==> src/common/glb_param_pkg.sv <==
// Global buffer configuration parameters.
// Sizes of the tile chain, the banks and the configuration address fields.

package glb_param_pkg;

    // tile chain
    localparam int NUM_TILES = 4;
    localparam int TILE_SEL_ADDR_WIDTH = 3; // ids 4 to 7 select no tile.

    // banks inside a tile
    localparam int BANKS_PER_TILE = 2;
    localparam int BANK_SEL_ADDR_WIDTH = 1;
    localparam int BANK_ADDR_WIDTH = 6;
    localparam int BANK_DEPTH = 1 << BANK_ADDR_WIDTH; // 64 words per bank.

    // full configuration address, tile select on top
    localparam int CFG_ADDR_WIDTH = TILE_SEL_ADDR_WIDTH
                                  + BANK_SEL_ADDR_WIDTH
                                  + BANK_ADDR_WIDTH;

    // field positions inside the address
    localparam int BANK_SEL_LSB = BANK_ADDR_WIDTH;
    localparam int TILE_SEL_LSB = BANK_ADDR_WIDTH + BANK_SEL_ADDR_WIDTH;

    // configuration word
    localparam int CFG_DATA_WIDTH = 32;

    // Cycles from a bank read strobe to its valid data.
    localparam int BANK_RD_LATENCY = 2;

endpackage

==> src/common/glb_cfg_pkg.sv <==
// Global buffer configuration types.
// Address fields, data words, tile ids and the bank read state.

package glb_cfg_pkg;

    import glb_param_pkg::*;

    // Full address: tile select, bank select, bank word address.
    typedef logic [CFG_ADDR_WIDTH-1:0] cfg_addr_t;

    typedef logic [TILE_SEL_ADDR_WIDTH-1:0] tile_id_t;

    typedef logic [BANK_SEL_ADDR_WIDTH-1:0] bank_sel_t;

    typedef logic [BANK_ADDR_WIDTH-1:0] bank_addr_t;

    typedef logic [CFG_DATA_WIDTH-1:0] cfg_data_t;

    // Read pipeline state of one configuration bank.
    typedef enum logic [1:0] {
        rd_idle   = 2'd0, // no read in flight.
        rd_access = 2'd1, // word captured, output not yet updated.
        rd_return = 2'd2  // last word on the output, nothing new captured.
    } bank_rd_state_t;

endpackage

==> src/glb_tile/glb_cfg_bank.sv <==
// Configuration SRAM bank.
// A register array with a two-cycle registered read.

`timescale 1ns/1ps

module glb_cfg_bank
    import glb_param_pkg::*, glb_cfg_pkg::*;
(
    input  logic       clk,
    input  logic       reset,
    input  logic       wr_en,
    input  bank_addr_t wr_addr,
    input  cfg_data_t  wr_data,
    input  logic       rd_en,
    input  bank_addr_t rd_addr,
    output cfg_data_t  rd_data,
    output logic       rd_data_valid
);

    cfg_data_t mem [BANK_DEPTH];
    cfg_data_t rd_buf; // word taken at the read strobe.

    bank_rd_state_t rd_state;
    bank_rd_state_t rd_state_next;

    // The read word is captured on the strobe edge itself.
    // A write to the same word in that cycle lands after it, so the read sees old data.
    always_ff @(posedge clk) begin
        if (wr_en) begin
            mem[wr_addr] <= wr_data;
        end
        if (rd_en) begin
            rd_buf <= mem[rd_addr];
        end
    end

    // A new strobe always restarts rd_access, so reads on back-to-back cycles
    // simply keep the pipeline in that state.
    always_comb begin
        rd_state_next = rd_state;
        unique case (rd_state)
            rd_idle: begin
                if (rd_en) rd_state_next = rd_access;
            end
            rd_access: begin
                rd_state_next = rd_en ? rd_access : rd_return;
            end
            rd_return: begin
                rd_state_next = rd_en ? rd_access : rd_idle;
            end
            default: begin
                rd_state_next = rd_idle;
            end
        endcase
    end

    always_ff @(posedge clk or posedge reset) begin
        if (reset) begin
            rd_state      <= rd_idle;
            rd_data       <= '0;
            rd_data_valid <= 1'b0;
        end else begin
            rd_state      <= rd_state_next;
            rd_data_valid <= (rd_state == rd_access); // high while in rd_return or a repeat.
            if (rd_state == rd_access) begin
                rd_data <= rd_buf;
            end
        end
    end

endmodule

==> src/glb_tile/glb_tile.sv <==
// One global buffer tile on the configuration chain.
// A configuration router in front of its configuration banks.

`timescale 1ns/1ps

module glb_tile
    import glb_param_pkg::*, glb_cfg_pkg::*;
(
    input  logic      clk,
    input  logic      reset,
    input  tile_id_t  tile_id,

    // west side
    input  logic      wr_en,
    input  cfg_addr_t wr_addr,
    input  cfg_data_t wr_data,
    input  logic      rd_en,
    input  cfg_addr_t rd_addr,
    output cfg_data_t rd_data,
    output logic      rd_data_valid,

    // east side
    output logic      est_wr_en,
    output cfg_addr_t est_wr_addr,
    output cfg_data_t est_wr_data,
    output logic      est_rd_en,
    output cfg_addr_t est_rd_addr,
    input  cfg_data_t est_rd_data,
    input  logic      est_rd_data_valid
);

    // Strobes are per bank, address and write data are shared.
    logic       bank_wr_en [BANKS_PER_TILE];
    bank_addr_t bank_wr_addr;
    cfg_data_t  bank_wr_data;
    logic       bank_rd_en [BANKS_PER_TILE];
    bank_addr_t bank_rd_addr;

    // return side of every bank, gathered for the router
    cfg_data_t  bank_rd_data [BANKS_PER_TILE];
    logic       bank_rd_data_valid [BANKS_PER_TILE];

    glb_tile_cfg_ctrl glb_tile_cfg_ctrl_inst (
        .clk                (clk),
        .reset              (reset),
        .tile_id            (tile_id),
        .wr_en              (wr_en),
        .wr_addr            (wr_addr),
        .wr_data            (wr_data),
        .rd_en              (rd_en),
        .rd_addr            (rd_addr),
        .rd_data            (rd_data),
        .rd_data_valid      (rd_data_valid),
        .est_wr_en          (est_wr_en),
        .est_wr_addr        (est_wr_addr),
        .est_wr_data        (est_wr_data),
        .est_rd_en          (est_rd_en),
        .est_rd_addr        (est_rd_addr),
        .est_rd_data        (est_rd_data),
        .est_rd_data_valid  (est_rd_data_valid),
        .bank_wr_en         (bank_wr_en),
        .bank_wr_addr       (bank_wr_addr),
        .bank_wr_data       (bank_wr_data),
        .bank_rd_en         (bank_rd_en),
        .bank_rd_addr       (bank_rd_addr),
        .bank_rd_data       (bank_rd_data),
        .bank_rd_data_valid (bank_rd_data_valid)
    );

    for (genvar i = 0; i < BANKS_PER_TILE; i++) begin : g_bank
        glb_cfg_bank glb_cfg_bank_inst (
            .clk           (clk),
            .reset         (reset),
            .wr_en         (bank_wr_en[i]),
            .wr_addr       (bank_wr_addr),
            .wr_data       (bank_wr_data),
            .rd_en         (bank_rd_en[i]),
            .rd_addr       (bank_rd_addr),
            .rd_data       (bank_rd_data[i]),
            .rd_data_valid (bank_rd_data_valid[i])
        );
    end

endmodule

==> src/glb_tile/glb_tile_cfg_ctrl.sv <==
// Per-tile configuration router.
// Passes requests east, strobes the local banks and merges read data going west.

`timescale 1ns/1ps

module glb_tile_cfg_ctrl
    import glb_param_pkg::*, glb_cfg_pkg::*;
(
    input  logic       clk,
    input  logic       reset,
    input  tile_id_t   tile_id,

    // west side
    input  logic       wr_en,
    input  cfg_addr_t  wr_addr,
    input  cfg_data_t  wr_data,
    input  logic       rd_en,
    input  cfg_addr_t  rd_addr,
    output cfg_data_t  rd_data,
    output logic       rd_data_valid,

    // east side
    output logic       est_wr_en,
    output cfg_addr_t  est_wr_addr,
    output cfg_data_t  est_wr_data,
    output logic       est_rd_en,
    output cfg_addr_t  est_rd_addr,
    input  cfg_data_t  est_rd_data,
    input  logic       est_rd_data_valid,

    // local banks
    output logic       bank_wr_en [BANKS_PER_TILE],
    output bank_addr_t bank_wr_addr,
    output cfg_data_t  bank_wr_data,
    output logic       bank_rd_en [BANKS_PER_TILE],
    output bank_addr_t bank_rd_addr,
    input  cfg_data_t  bank_rd_data [BANKS_PER_TILE],
    input  logic       bank_rd_data_valid [BANKS_PER_TILE]
);

    tile_id_t  wr_tile_sel;
    tile_id_t  rd_tile_sel;
    bank_sel_t wr_bank_sel;
    bank_sel_t rd_bank_sel;

    // Bit 0 is the strobe of one cycle ago, the top bit lines up with bank valid.
    logic [BANK_RD_LATENCY-1:0] rd_en_pipe [BANKS_PER_TILE];

    cfg_data_t rd_data_next;
    logic      rd_data_valid_next;

    assign wr_tile_sel = wr_addr[TILE_SEL_LSB +: TILE_SEL_ADDR_WIDTH];
    assign wr_bank_sel = wr_addr[BANK_SEL_LSB +: BANK_SEL_ADDR_WIDTH];
    assign rd_tile_sel = rd_addr[TILE_SEL_LSB +: TILE_SEL_ADDR_WIDTH];
    assign rd_bank_sel = rd_addr[BANK_SEL_LSB +: BANK_SEL_ADDR_WIDTH];

    // Address and data are shared by the banks, only the strobes are decoded.
    assign bank_wr_addr = wr_addr[BANK_ADDR_WIDTH-1:0];
    assign bank_wr_data = wr_data;
    assign bank_rd_addr = rd_addr[BANK_ADDR_WIDTH-1:0];

    for (genvar i = 0; i < BANKS_PER_TILE; i++) begin : g_bank_sel
        assign bank_wr_en[i] = wr_en && (wr_tile_sel == tile_id)
                               && (wr_bank_sel == bank_sel_t'(i));
        assign bank_rd_en[i] = rd_en && (rd_tile_sel == tile_id)
                               && (rd_bank_sel == bank_sel_t'(i));
    end

    always_ff @(posedge clk or posedge reset) begin
        if (reset) begin
            for (int i = 0; i < BANKS_PER_TILE; i++) begin
                rd_en_pipe[i] <= '0;
            end
        end else begin
            for (int i = 0; i < BANKS_PER_TILE; i++) begin
                rd_en_pipe[i] <= (rd_en_pipe[i] << 1) | BANK_RD_LATENCY'(bank_rd_en[i]);
            end
        end
    end

    // Local data wins only in the cycle its own read completes.
    // The master spaces its reads so that a local return never meets data from the east.
    always_comb begin
        rd_data_next       = est_rd_data;
        rd_data_valid_next = est_rd_data_valid;
        for (int i = 0; i < BANKS_PER_TILE; i++) begin
            if (rd_en_pipe[i][BANK_RD_LATENCY-1]) begin
                rd_data_next       = bank_rd_data[i];
                rd_data_valid_next = bank_rd_data_valid[i];
            end
        end
    end

    // one register stage per tile in both directions
    always_ff @(posedge clk or posedge reset) begin
        if (reset) begin
            est_wr_en     <= 1'b0;
            est_wr_addr   <= '0;
            est_wr_data   <= '0;
            est_rd_en     <= 1'b0;
            est_rd_addr   <= '0;
            rd_data       <= '0;
            rd_data_valid <= 1'b0;
        end else begin
            est_wr_en     <= wr_en;
            est_wr_addr   <= wr_addr;
            est_wr_data   <= wr_data;
            est_rd_en     <= rd_en;
            est_rd_addr   <= rd_addr;
            rd_data       <= rd_data_next;
            rd_data_valid <= rd_data_valid_next;
        end
    end

endmodule

==> config.mk <==
export PLATFORM = sky130hd
export DESIGN_NAME = glb_tile
export DESIGN_NICKNAME = d
export VERILOG_FILES = /design/src/common/glb_param_pkg.sv /design/src/common/glb_cfg_pkg.sv /design/src/glb_tile/glb_cfg_bank.sv /design/src/glb_tile/glb_tile.sv /design/src/glb_tile/glb_tile_cfg_ctrl.sv
export SDC_FILE = /design/constraint.sdc
export NUM_CORES = 2
export LEC_CHECK = 0
export BUFFER_PORTS_ARGS = -buffer_cell sky130_fd_sc_hd__buf_2
export CAP_MARGIN = 20
export CORE_MARGIN = 2
export CORE_UTILIZATION = 53
export DETAILED_ROUTE_END_ITERATION = 8
export PLACE_DENSITY = 0.66
export RECOVER_POWER = 100
export SLEW_MARGIN = 20
export SYNTH_ARGS = -nofsm -noshare
export SYNTH_HDL_FRONTEND = slang
export SYNTH_SLANG_ARGS = --single-unit
==> constraint.sdc <==
create_clock -name clk -period 6.9 [get_ports clk]
set_input_delay 0.345 -clock clk [delete_from_list [all_inputs] [get_ports clk]]
set_output_delay 0.345 -clock clk [all_outputs]
set_load 0.05 [all_outputs]
==> results_dict.tcl <==
set metrics [dict create \
    status "complete, but fails checks" \
    violations "negative hold slack, max-capacitance violations, max-slew violations" \
    clk_pin_slew_ps 60 \
    async_flop_share_pct 3.73 \
    max_freq_ghz 0.185 \
    synth-seq-cells 4321 \
    setup_viol 0 \
    most-common-layout-cells "edfxtp_1 (4160), mux4_2 (1023), clkbuf_16 (434), clkbuf_1 (392), o22ai_1 (248)" \
    p_int_mw 43.2 \
    setup_ws_ps 1480 \
    fin_crit_sh_pct 78.5 \
    cts_tree "done" \
    hold_class "input port to flop" \
    viasPerCell 6.68 \
    rows 203 \
    dieArea_um2 312000 \
    yosysTopAreaCell "edfxtp_1" \
    finalClockSkew_ps 48.3 \
    clk-insertion-delay-late_ps 970 \
    clkSinkCount 4321 \
    combPwrFrac_pct 5.1 \
    synth_top_cell_area_share_pct 76.7 \
    gp_congestion 0.831 \
    ys.flop_type "edfxtp_1" \
    seq_area_um2 129000 \
    switching_share_pct 21.6 \
    start_kind "input port" \
    max_slew_margin_pct -167 \
    crit_path_end_kind "flop" \
    crit_slowest_cell "or3_1" \
    synth.area.top_cells "edfxtp_1 (77%), mux4_2 (14%), dfrtp_1 (2.5%), mux2i_1 (1.0%), o22ai_1 (0.95%)" \
    grt_pass1_vias 80058 \
    dp_slack_ps 2690 \
    path_class "input port to flop" \
    cp_max_fo 22 \
    grt_pass1_wl_um 633000 \
    io_pins 179 \
    slew_viol_final 6741 \
    power_frac_seq_pct 53.0 \
    cp_cell_sequence "dlygate4sd3_1, clkbuf_1, or3_1, clkbuf_1, o22ai_1, nor4_1, clkbuf_1, a2bb2oi_1" \
    avgSynthCellArea_um2 22.9 \
    syn_inst 7127 \
    dr_total_vias 81443 \
    fillCellCount 21339 \
    rsz0062_at_grt "no" \
    drive_gt1_share_pct 25.7 \
    clkPwrFrac_pct 41.9 \
    crit_top_cell "clkbuf_1" \
    die_y_um 558 \
    multi_input_area_um2 33000 \
    fin_nets 7793 \
    required_ps 7680 \
    core-area_um2 306000 \
    ant_nets 0 \
    period_needed_ps 5420 \
    grt_usage_pct 29.4 \
    drc 0 \
    timing.hold.ws_ps -2.92 \
    numPortBuffers 178 \
    drtPass1Iterations 6 \
    initial_core_util_pct 53.3 \
    drtIter0Drc 13092 \
    ys_seq_area_share_pct 79.1 \
    ys_warn_count 0 \
    final_common_cell "edfxtp_1" \
    netlist_area_um2 163000 \
    vdd.ir_drop.worst_v 0.000258 \
    hold_violations 1 \
    fin_cells 12188 \
    clock_path_buffers 4 \
    tightest_slew_ps 4010 \
    dp_hpwl_um 245000 \
    die_w_um 558 \
    synth_edf_count 4160 \
    ctsRootBufferMaster "clkbuf_16" \
    htreeDepth 5 \
    worst_path_largest_cell_delay_ps 1390 \
    cap_violations 175 \
    cp.arrival_ps 6200 \
    grt_max_degree 137 \
    p_switching_mw 11.9 \
    antenna_found_initial 44 \
    ys_types 36 \
    cts_resized 0 \
    syn-num-nets 7219 \
    area_growth_pct 13.3 \
    wl_um 456000 \
    p_per_area_nw_per_um2 298 \
    overflow 0 \
    tns_ps 0 \
    wl_per_cell_um 37.4 \
    leakage_nw 57.4 \
    place_inst 11280 \
    cts_buffers 427 \
]
## cell families (layout without fill, tap and decap cells)
family | after synthesis | in the layout | share of synthesized area [%]
other | 0 | 16 | 0
AOI/OAI and AO/OA | 470 | 470 | 1.90
muxes | 1319 | 1319 | 16.1
DFF | 4321 | 4321 | 79.1
xor gates and xnor gates | 6 | 6 | 0.0322
buffers and inverters | 415 | 1360 | 1.18
and+or+nand+nor | 596 | 596 | 1.69
## power groups by stage
stage                     Combinational (mW)  Sequential [mW]  Clock [mW]
after floorplan                         1.39             29.7           0
after global placement                  2.74             29.7           0
after detailed placement                2.78             29.7           0
after CTS                               2.84             29.1        23.3
after global routing                    2.94             29.2        24.3
final                                   2.81             29.2        23.1
## stage by stage
| stage | total power [mW] | util, % | cell area (um^2) | hold slack [ps] |
|---|---|---|---|---|
| 6_report | 55.0 | 60.4 | 185000 | -2.92 |
| 4_1_cts | 55.3 | 60.7 | 186000 | 11.2 |
| 2_1_floorplan | 31.1 | - | 163000 | 331 |
| 3_5_place_dp | 32.5 | 55.9 | 171000 | 341 |
| 3_3_place_gp | 32.4 | 55.8 | 171000 | 333 |
| 5_1_grt | 56.4 | 60.3 | 185000 | 42.0 |
## critical path, delay by kind of cell
kind                   cells  cell delay, ps
buffers and inverters      4            3270
AND/OR/NAND/NOR            2            1760
AO/OA/AOI/OAI              2             730
## cell usage after synthesis, types with 16 or more instances
cell type	number
clkbuf_1	177
a21oi_1	38
nand2_1	179
mux4_2	1023
mux2i_1	166
dfrtp_1	161
or3_1	19
mux2_2	130
nor2_1	169
o221ai_1	16
nand2b_1	48
buf_4	43
o21ai_0	51
a2bb2oi_1	39
o22ai_1	248
edfxtp_1	4160
o211ai_1	39
nor4_1	51
nand3_1	81
buf_2	163
buf_1	28
nor3_1	19
## layout make-up
class,count,area share (%)
sequential,4321,69.9
multi-input combinational,2391,17.9
clock buffer,559,6.26
tap,4100,2.78
timing repair buffer,557,1.94
clock inverter,241,1.25
antenna,16,0.0217
inverter,3,0.00678
## layer usage
layer	wire length, um	global-route usage, %	vias to the layer above
met5	69	0	-
met4	15900	8.70	10
met3	56400	6.39	820
met2	212000	45.0	5405
met1	171000	43.2	43796
li1	-	-	31412
## registers in the layout, indices dropped and copies added (netlist names), 4 cells and up
register and count:
g_bank.glb_cfg_bank_inst.mem 4096, g_bank.glb_cfg_bank_inst.rd_buf 64, g_bank.glb_cfg_bank_inst.rd_data 64, g_bank.glb_cfg_bank_inst.rd_state 4, glb_tile_cfg_ctrl_inst.est_rd_addr 10, glb_tile_cfg_ctrl_inst.est_wr_addr 10
glb_tile_cfg_ctrl_inst.est_wr_data 32, glb_tile_cfg_ctrl_inst.rd_data 32, glb_tile_cfg_ctrl_inst.rd_en_pipe 4
## final timing paths
path | startpoint | endpoint | slack (ps) | cells after the start
min in group asynchronous | reset | glb_tile_cfg_ctrl_inst.est_wr_data[22] | 1300 | 4
max | rd_addr[4] | g_bank[0].glb_cfg_bank_inst.rd_buf[23] | 1480 | 8
min | rd_addr[2] | glb_tile_cfg_ctrl_inst.est_rd_addr[2] | -3 | 2
max reg2reg | glb_tile_cfg_ctrl_inst.rd_en_pipe[1] | glb_tile_cfg_ctrl_inst.rd_data[28] | 2820 | 3
min reg2reg | glb_tile_cfg_ctrl_inst.rd_en_pipe[2] | glb_tile_cfg_ctrl_inst.rd_en_pipe[3] | 350 | 0
max in group asynchronous | reset | glb_tile_cfg_ctrl_inst.rd_en_pipe[3] | 3760 | 5
## timing repair
action	in CTS	in global routing
endpoints found under the setup margin	0	0
hold buffers	92	0
hold endpoints to repair	1152	0
buffers inserted	0	0
Power figures use the tool's default switching activity.
